**src/rtl/masked_alu_pkg.sv**
```systemverilog
//----------------------------------------------------------------------
// Shared definitions for the two-share Boolean-masked ALU
// Word width, prefix depth, PRNG seed, op codes and pipeline payloads
//----------------------------------------------------------------------
`default_nettype none

package masked_alu_pkg;

  localparam int XLEN          = 32;
  localparam int PREFIX_LEVELS = 5;   // log2(XLEN) Kogge-Stone levels

  // One share or one word of randomness
  typedef logic [XLEN-1:0] word_t;

  localparam word_t PRNG_SEED = 32'h6789ABCD;

  // Operation code
  typedef logic [1:0] alu_op_t;

  localparam alu_op_t OP_XOR = 2'd0;
  localparam alu_op_t OP_AND = 2'd1;
  localparam alu_op_t OP_ADD = 2'd2;
  localparam alu_op_t OP_SUB = 2'd3;

  // Two Boolean shares whose XOR is the true value
  typedef struct packed {
    word_t s0;
    word_t s1;
  } share_pair_t;

  // Request as seen on the input handshake
  typedef struct packed {
    alu_op_t     op;
    share_pair_t rs1;
    share_pair_t rs2;
  } alu_req_t;

  // State carried down the prefix pipeline
  typedef struct packed {
    alu_op_t     op;
    share_pair_t xr;   // Masked a ^ b kept for the final sum
    share_pair_t g;    // Masked carry generate
    share_pair_t p;    // Masked carry propagate
    word_t       gs;   // Refresh word for the next gadget
  } prefix_payload_t;

endpackage

`default_nettype wire

```
**src/rtl/masked_operand_prep.sv**
```systemverilog
//----------------------------------------------------------------------
// Operand preparation for the masked ALU
// LFSR refresh source, sub share inversion, first XOR/AND gadget layer
// and the slot 0 pipeline register
//----------------------------------------------------------------------
`timescale 1ns/1ps
`default_nettype none

module masked_operand_prep (
  input  logic                            g_clk,
  input  logic                            g_resetn,
  input  logic                            i_advance,
  input  logic                            i_req_valid,
  input  masked_alu_pkg::alu_req_t        i_req,
  output logic                            o_valid,
  output masked_alu_pkg::prefix_payload_t o_data
);

  import masked_alu_pkg::*;

  word_t           prng;          // LFSR state
  word_t           n_prng;        // Next LFSR value used as fresh mask
  logic            n_prng_lsb;
  logic            accept;
  logic            is_sub;
  logic            is_arith;
  word_t           b1;            // rs2 share 1 after optional inversion
  share_pair_t     mxor;
  share_pair_t     mand;
  share_pair_t     gen;
  share_pair_t     prop;
  logic            u0;
  logic            u1;
  prefix_payload_t payload;
  logic            valid_q;
  prefix_payload_t data_q;

  assign accept = i_advance & i_req_valid;

  // Feedback taps 31, 21, 1, 0
  assign n_prng_lsb = prng[31] ~^ prng[21] ~^ prng[1] ~^ prng[0];
  assign n_prng     = {prng[XLEN-2:0], n_prng_lsb};

  // Only step when a request is taken, so every item sees a new mask
  always_ff @(posedge g_clk) begin
    if (!g_resetn) begin
      prng <= PRNG_SEED;
    end else if (accept) begin
      prng <= n_prng;
    end
  end

  assign is_sub   = (i_req.op == OP_SUB);
  assign is_arith = (i_req.op == OP_ADD) || is_sub;

  // a - b = a + ~b + 1 and inverting one share inverts the true value
  assign b1 = is_sub ? ~i_req.rs2.s1 : i_req.rs2.s1;

  always_comb begin
    mxor.s0 = i_req.rs1.s0 ^ i_req.rs2.s0;
    mxor.s1 = i_req.rs1.s1 ^ b1;

    // Non-threshold AND gadget refreshed by the next LFSR word
    mand.s0 = n_prng ^ (i_req.rs1.s0 & b1) ^ (i_req.rs1.s0 | ~i_req.rs2.s0);
    mand.s1 = n_prng ^ (i_req.rs1.s1 & b1) ^ (i_req.rs1.s1 | ~i_req.rs2.s0);
  end

  // Carry-in folded into the bit 0 generate for sub
  assign u0 = mand.s0[0] ^ (mxor.s0[0] & is_sub);
  assign u1 = mand.s1[0] ^ (mxor.s1[0] & is_sub);

  always_comb begin
    gen.s0 = {mand.s0[XLEN-1:1], u0};
    gen.s1 = {mand.s1[XLEN-1:1], u1};

    // Logic ops keep p at zero so g holds the AND value down the chain
    if (is_arith) begin
      prop = mxor;
    end else begin
      prop = '0;
    end

    payload.op = i_req.op;
    payload.xr = mxor;
    payload.g  = gen;
    payload.p  = prop;
    payload.gs = n_prng;
  end

  always_ff @(posedge g_clk) begin
    if (!g_resetn) begin
      valid_q <= 1'b0;
    end else if (i_advance) begin
      valid_q <= i_req_valid;
    end
  end

  // Payload register
  always_ff @(posedge g_clk) begin
    if (i_advance) begin
      data_q <= payload;
    end
  end

  assign o_valid = valid_q;
  assign o_data  = data_q;

endmodule

`default_nettype wire

```
**src/rtl/masked_prefix_stage.sv**
```systemverilog
//----------------------------------------------------------------------
// One registered Kogge-Stone level over masked generate/propagate
//----------------------------------------------------------------------
`timescale 1ns/1ps
`default_nettype none

module masked_prefix_stage #(
  parameter int LEVEL = 0   // Span of this level is 2**LEVEL bits
) (
  input  logic                            g_clk,
  input  logic                            g_resetn,
  input  logic                            i_advance,
  input  logic                            i_valid,
  input  masked_alu_pkg::prefix_payload_t i_data,
  output logic                            o_valid,
  output masked_alu_pkg::prefix_payload_t o_data
);

  import masked_alu_pkg::*;

  localparam int SHIFT = 1 << LEVEL;
  localparam bit LAST  = (LEVEL == PREFIX_LEVELS - 1);

  share_pair_t     gj;        // Generate from the lower group
  share_pair_t     pj;        // Propagate from the lower group
  share_pair_t     g_nx;
  share_pair_t     p_nx;
  prefix_payload_t nxt;
  logic            valid_q;
  prefix_payload_t data_q;

  always_comb begin
    gj.s0 = i_data.g.s0 << SHIFT;
    gj.s1 = i_data.g.s1 << SHIFT;

    // Propagate is no longer needed after the last level
    if (LAST) begin
      pj = '0;
    end else begin
      pj.s0 = i_data.p.s0 << SHIFT;
      pj.s1 = i_data.p.s1 << SHIFT;
    end
  end

  always_comb begin
    // g ^= gj & p, the existing g share acts as the refresh
    g_nx.s0 = i_data.g.s0 ^ (gj.s0 & i_data.p.s1) ^ (gj.s0 | ~i_data.p.s0);
    g_nx.s1 = i_data.g.s1 ^ (gj.s1 & i_data.p.s1) ^ (gj.s1 | ~i_data.p.s0);

    // p &= pj, refreshed by the running gs word
    p_nx.s0 = i_data.gs ^ (i_data.p.s0 & pj.s1) ^ (i_data.p.s0 | ~pj.s0);
    p_nx.s1 = i_data.gs ^ (i_data.p.s1 & pj.s1) ^ (i_data.p.s1 | ~pj.s0);

    nxt.op = i_data.op;
    nxt.xr = i_data.xr;
    nxt.g  = g_nx;
    nxt.p  = p_nx;
    nxt.gs = i_data.p.s0;    // Next refresh word
  end

  always_ff @(posedge g_clk) begin
    if (!g_resetn) begin
      valid_q <= 1'b0;
    end else if (i_advance) begin
      valid_q <= i_valid;
    end
  end

  always_ff @(posedge g_clk) begin
    if (i_advance) begin
      data_q <= nxt;
    end
  end

  assign o_valid = valid_q;
  assign o_data  = data_q;

endmodule

`default_nettype wire

```
**src/rtl/masked_result_assemble.sv**
```systemverilog
//----------------------------------------------------------------------
// Result assembly for the masked ALU
// Final carry merge for add/sub and per-operation result select
//----------------------------------------------------------------------
`timescale 1ns/1ps
`default_nettype none

module masked_result_assemble (
  input  logic                            i_valid,
  input  masked_alu_pkg::prefix_payload_t i_data,
  output logic                            o_rd_valid,
  output masked_alu_pkg::share_pair_t     o_rd
);

  import masked_alu_pkg::*;

  logic        is_sub;
  word_t       gsh0;        // Carries into each bit, share 0
  word_t       gsh1;        // Carries into each bit, share 1
  share_pair_t sum;
  share_pair_t xr_fresh;

  assign is_sub = (i_data.op == OP_SUB);

  always_comb begin
    // Carry into bit i is the group generate of bits i-1..0
    gsh0 = {i_data.g.s0[XLEN-2:0], 1'b0};
    gsh1 = {i_data.g.s1[XLEN-2:0], is_sub};   // Carry-in of the +1 for sub

    sum.s0 = i_data.xr.s0 ^ gsh0;
    sum.s1 = i_data.xr.s1 ^ gsh1;

    // Same word on both shares leaves the true value unchanged
    xr_fresh.s0 = i_data.xr.s0 ^ i_data.gs;
    xr_fresh.s1 = i_data.xr.s1 ^ i_data.gs;
  end

  always_comb begin
    case (i_data.op)
      OP_XOR:  o_rd = xr_fresh;
      OP_AND:  o_rd = i_data.g;    // p was zero, so g still holds a & b
      default: o_rd = sum;         // add and sub
    endcase
  end

  assign o_rd_valid = i_valid;

endmodule

`default_nettype wire

```
**src/rtl/masked_alu_top.sv**
```systemverilog
//----------------------------------------------------------------------
// Pipelined two-share masked ALU top level
// Operand prep, unrolled prefix stages, result assembly, global stall
//----------------------------------------------------------------------
`timescale 1ns/1ps
`default_nettype none

module masked_alu_top (
  input  logic                        g_clk,
  input  logic                        g_resetn,
  input  logic                        i_req_valid,
  input  masked_alu_pkg::alu_req_t    i_req,
  input  logic                        i_rd_ready,
  output logic                        o_req_ready,
  output logic                        o_rd_valid,
  output masked_alu_pkg::share_pair_t o_rd
);

  import masked_alu_pkg::*;

  logic            advance;     // Shared enable for every pipeline register
  logic            stage_valid [0:PREFIX_LEVELS];
  prefix_payload_t stage_data  [0:PREFIX_LEVELS];

  // Pipeline moves unless the last slot holds a result nobody takes
  assign advance     = !stage_valid[PREFIX_LEVELS] || i_rd_ready;
  assign o_req_ready = advance;

  masked_operand_prep prep_inst (
    .g_clk       (g_clk),
    .g_resetn    (g_resetn),
    .i_advance   (advance),
    .i_req_valid (i_req_valid),
    .i_req       (i_req),
    .o_valid     (stage_valid[0]),
    .o_data      (stage_data[0])
  );

  // Stage k doubles the carry span, 1, 2, 4, 8, 16 bits
  for (genvar k = 0; k < PREFIX_LEVELS; k++) begin : g_stage
    masked_prefix_stage #(
      .LEVEL (k)
    ) stage_inst (
      .g_clk     (g_clk),
      .g_resetn  (g_resetn),
      .i_advance (advance),
      .i_valid   (stage_valid[k]),
      .i_data    (stage_data[k]),
      .o_valid   (stage_valid[k+1]),
      .o_data    (stage_data[k+1])
    );
  end

  masked_result_assemble assemble_inst (
    .i_valid    (stage_valid[PREFIX_LEVELS]),
    .i_data     (stage_data[PREFIX_LEVELS]),
    .o_rd_valid (o_rd_valid),
    .o_rd       (o_rd)
  );

endmodule

`default_nettype wire

```
**config.mk**
```make
export PLATFORM = sky130hd
export DESIGN_NAME = masked_alu_top
export DESIGN_NICKNAME = d
export VERILOG_FILES = /design/src/rtl/masked_alu_pkg.sv /design/src/rtl/masked_operand_prep.sv /design/src/rtl/masked_prefix_stage.sv /design/src/rtl/masked_result_assemble.sv /design/src/rtl/masked_alu_top.sv
export SDC_FILE = /design/constraint.sdc
export NUM_CORES = 2
export LEC_CHECK = 0
export BUFFER_PORTS_ARGS = -buffer_cell sky130_fd_sc_hd__buf_2
export CORE_MARGIN = 1
export CORE_UTILIZATION = 45
export CTS_CLUSTER_DIAMETER = 30
export DETAILED_ROUTE_END_ITERATION = 8
export GPL_TIMING_DRIVEN = 0
export SYNTH_ARGS = -nofsm -noshare
export SYNTH_HDL_FRONTEND = slang
export SYNTH_SLANG_ARGS = --single-unit
```
**constraint.sdc**
```tcl
create_clock -name g_clk -period 16.7 [get_ports g_clk]
set_input_delay 2.505 -clock g_clk [delete_from_list [all_inputs] [get_ports g_clk]]
set_output_delay 2.505 -clock g_clk [all_outputs]
set_load 0.02 [all_outputs]
```
# Yosys cells after proc, flatten, opt, wreduce, memory -nomap -nowiden

Cells that the tools add are included.
W data, S select, Z words.

Memories: 0
Bits in registers: 1298
Output and inout port bits: 66
Latch bits: 0
Bits in writable memories: 0
Bits of input ports: 134
Memory bits (read-only): 0

Multipliers: 0
Shifts and indexed selects: 0
Mux-type cells: 2
Add/subtract/negate cells: 0
Reduce and logical (&&, ||, !) cells: 4
Div/mod/pow operators: 0
Bitwise gates (word level): 105
$lt $le $gt $ge: 0
Equality and inequality tests: 4

Operators by type and width:

| operator             | number |
|---|---|
| $xor A32 B32 Y32     | 46 |
| $and A32 B32 Y32     | 20 |
| $or A32 B32 Y32      | 20 |
| $not A32 Y32         | 11 |
| $pmux W64 S2         | 1 |
| $mux W32             | 1 |
| $eq A2 B2 Y1 const B | 3 |
| $and A1 B1 Y1        | 3 |
| $xnor A1 B1 Y1       | 3 |
| $eq A2 B1 Y1 const B | 1 |
| $logic_not A2 Y1     | 1 |
| $logic_or A1 B1 Y1   | 2 |
| $xor A1 B1 Y1        | 2 |
| $logic_not A1 Y1     | 1 |

# Longest topological paths before layout

Depth after elaboration: 6
Depth in mapped cells: 8
Mapped depth without buffers: 6

# Modules after synthesis

A second synthesis with hierarchy kept.

Cell total of the unflattened synthesis: 3376
Area, all modules: 56924.6 µm²

By module, submodules not included:

| module                                       | instances | area an instance (µm²) | cells an instance |
|---|---|---|---|
| masked_operand_prep                          | 1         | 11546.1                | 807 |
| masked_prefix_stage at g_stage[0].stage_inst | 1         | 9148.8                 | 480 |
| masked_prefix_stage at g_stage[1].stage_inst | 1         | 9072.5                 | 475 |
| masked_prefix_stage at g_stage[2].stage_inst | 1         | 8919.8                 | 465 |
| masked_prefix_stage at g_stage[3].stage_inst | 1         | 8614.5                 | 445 |
| masked_prefix_stage at g_stage[4].stage_inst | 1         | 7103.1                 | 357 |
| masked_result_assemble                       | 1         | 2513.7                 | 346 |
| masked_alu_top                               | 1         | 6.3                    | 1 |

# Worst setup path before layout

Ideal clock, no wire load.

Kind: input port to output port
From: in i_rd_ready
To: out o_req_ready
Stages on the path: 3
Arrival time: 10.419 ns
Path slack: 3.776 ns
Data required time: 14.195 ns
Path buffers: 1
Cell sequence: nor2b_1 buf_4 inv_4

Cells in the longest elaborated chain, start to end: 1

RTL lines:

| element            | RTL line             | text |
|---|---|---|
| start: declaration | masked_alu_top.sv:13 | `input logic i_rd_ready,` |
| $logic_or A1 B1 Y1 | masked_alu_top.sv:26 | `assign advance = !stage_valid[PREFIX_LEVELS] \|\| i_rd_ready;` |
| end: declaration   | masked_alu_top.sv:14 | `output logic o_req_ready,` |

No other way between the ends.

# Worst setup path in the final report

Ends and elaborated chain as after synthesis.

==> metrics.txt <==
unrepaired setup endpoints after global routing no; first-pass GRT wire length 174000 µm; CTS clk-pin slew, worst paths 0.04 ns; Overall Power between 10000 and 15000 µW; die height 346 µm; R2R cell count 6; Crit Path Category primary input to primary output; Post-CTS Setup Bufs 0; final period utilization 36.8%; drt first pass iters 6; post-synth cell types 34; TritonCTS clock tree yes; cell repeated most along the worst path buf_2; fin nets 3847; Final min period between 6 and 7 ns; RR Endpoint g_stage[4].stage_inst.o_data[182]; Synth Cell Area approximately 0.053 mm²; Routed WL about 120000 µm; Crit Path Max Fanout 141; post-synth net total 3420; vias per cell around 5.0; initial drt markers 2515; fmax 163 MHz; die area 0.120 mm²; initial antenna violation count 12; H-tree depth 4; Core Area 0.117 mm²; Die Width 346 µm; dpl ws roughly 11 ns; post-synthesis sequential area ratio approximately 71%; MaxCap Viol Count 0; worst r2r src g_stage[4].stage_inst.o_valid; Setup Skew a little over 0.03 ns; worst-margin pin slew approximately 1.3 ns; vias 26900; CP required around 14 ns; Post-Synthesis Cells about 3200; DP Wirelength a little under 90000 µm; Hold Buf Count CTS 0; Cell Pwr Density 190 mW/mm²; largest net degree at the start of global routing ~210; post-CTS sizing 0; Crit-path slowest cell inv_16; Hold Crit Start prep_inst.o_data[170]; Yosys warning total 0; CP Launch Type primary input; CP endpoint kind primary output; Clock Sinks about 1300; wire per inst approximately 22 µm; I/O pin total 200; maximum clock path buffer count 3; most frequent cells in the layout edfxtp_1, xor2_1, mux2i_1, nand2_1, clkbuf_16; final setup margin between 10 and 15 ns; Syn-to-layout area delta 20.0%; CP Data Arrival Time approximately 3.6 ns; port bufs 198; Num CTS Buffers between 200 and 250; GRT overflow 0; initial core utilization between 40% and 50%; crit-path max cell delay a little over 0.3 ns; Leakage roughly 0.025 µW; Critical Path, Cell by Cell buf_2, nor2b_1, buf_4, inv_16, buf_2; cell row count ~130; DRC 0; r2r setup slk between 10 and 15 ns; Sum Neg Setup Slack 0 ns; Worst Hold Path Cells 0; Fillers a little over 9000; vias in the first global route about 27000; Post-DRT Antenna Nets 0; Worst VDD drop roughly 0.11 mV; max-slew violations 0; Clk Latency, worst-skew pair ~0.80 ns; most common cell after layout, fill and taps aside edfxtp_1; share of layout cells above drive strength 1 between 10% and 20%; Hold Fails Final Rpt 0; worst hold endpoint g_stage[0].stage_inst.o_data[170]; GP Congestion between 0.8 and 0.9; count of final setup violators 0; syn avg cell area approximately 17 µm²; Slew headroom about a tenth; Clock Tree Root clkbuf_16; total track usage around a fifth; worst hold path class flip-flop to flip-flop; flops & latches, synth approximately 1300; status finished, final reports clean
-- cells in the mapped netlist --
cell | count | area, µm²
and2_1 | 33 | 206
buf_6 | 8 | 90.1
ha_1 | 64 | 801
buf_2 | 10 | 50.1
mux2i_1 | 467 | 4670
nor3b_1 | 2 | 15.0
nor2_1 | 2 | 7.51
o22ai_1 | 61 | 382
nand2b_1 | 1 | 6.26
a22o_1 | 1 | 8.76
clkbuf_1 | 33 | 124
edfxtp_1 | 1237 | 37100
a21oi_1 | 4 | 20.0
nor2b_1 | 65 | 407
or2_1 | 1 | 6.26
xor2_1 | 499 | 4370
dfxtp_1 | 38 | 761
a22oi_1 | 61 | 458
buf_4 | 12 | 90.1
o211ai_1 | 60 | 450
xnor2_1 | 204 | 1790
xnor2_2 | 3 | 48.8
inv_1 | 79 | 297
a21boi_0 | 7 | 52.6
a21boi_1 | 12 | 90.1
nand2_1 | 228 | 856
nor2_2 | 1 | 6.26
nand3_1 | 20 | 100
o21a_1 | 1 | 7.51
nor3_1 | 1 | 5.00
inv_4 | 1 | 6.26
clkinv_1 | 1 | 3.75
nand2_2 | 1 | 6.26
o21ai_0 | 4 | 20.0
-- power by group --
group / internal [µW] / switching, µW / leakage, µW / total, µW
Sequential: 4800 / 1010 / 0.0135 / 5810
Combinational: 919 / 955 / 0.00817 / 1870
Clock: 2940 / 1560 / 0.00365 / 4500
-- per-layer routing --
| metal | GRT usage (%) | vias to the layer above | wire length [µm] | part of all wire, % |
|---|---|---|---|---|
| met1 | 28.7 | 13100 | 55800 | 47 |
| met4 | 7.77 | 0 | 3630 | 3.0 |
| met5 | 0 | - | 0 | 0 |
| li1 | - | 12900 | - | - |
| met2 | 30.3 | 772 | 53700 | 45 |
| met3 | 3.98 | 169 | 6800 | 5.7 |
-- critical path: cells and delay by family --
family	cells	cell delay [ns]
simple gates	1	0.04
buf+inv	4	0.86
-- per-stage QoR --
stage               hold slack, ns  utilization (%)  cell area, µm²  cells
finish                       0.401             54.8           64100   5368
global route                 0.401             54.8           64100   5366
CTS                          0.402             54.8           64100   5366
detailed placement           0.405             48.3           56400   4950
global placement             0.401             48.2           56300   4944
floorplan                    0.400                -           53400   3222
-- registers in the layout, summed over array words and instances (netlist names) --
signal and cells:
g_stage.stage_inst.o_data 1011, g_stage.stage_inst.o_valid 5, prep_inst.o_data 226, prep_inst.o_valid 1
prep_inst.prng 32
-- kinds of logic after synthesis --
family / after synthesis / synth area share, %
and+or+nand+nor: 355 / 3.04
xor gates and xnor gates: 706 / 11.6
adders and majority gates: 64 / 1.50
AOI/OAI and AO/OA: 211 / 2.79
DFF: 1275 / 71.0
buffers and inverters: 144 / 1.24
muxes: 467 / 8.76
-- how the worst max path moves through the flow --
stage                    start     endpoint  slack (ns)  cells past startpoint
floorplan           i_rd_ready  o_req_ready        3.78                      3
global placement    i_rd_ready  o_req_ready       -0.33                      5
detailed placement  i_rd_ready  o_req_ready       10.60                      5
CTS                 i_rd_ready  o_req_ready       10.60                      5
global route        i_rd_ready  o_req_ready       10.53                      5
finish              i_rd_ready  o_req_ready       10.56                      5
-- final cells by class --
type,instances,area (µm²),share of cell area (%)
tap,1524,1910,2.98
antenna,2,5.00,0.00781
timing repair buffer,204,1160,1.80
buffer,63,354,0.553
inverter,81,320,0.500
clock inverter,176,1970,3.08
clock buffer,240,5640,8.81
multi-input combinational,1803,14800,23.1
sequential,1275,37900,59.2
No activity file was read; power rests on OpenSTA's default activity.
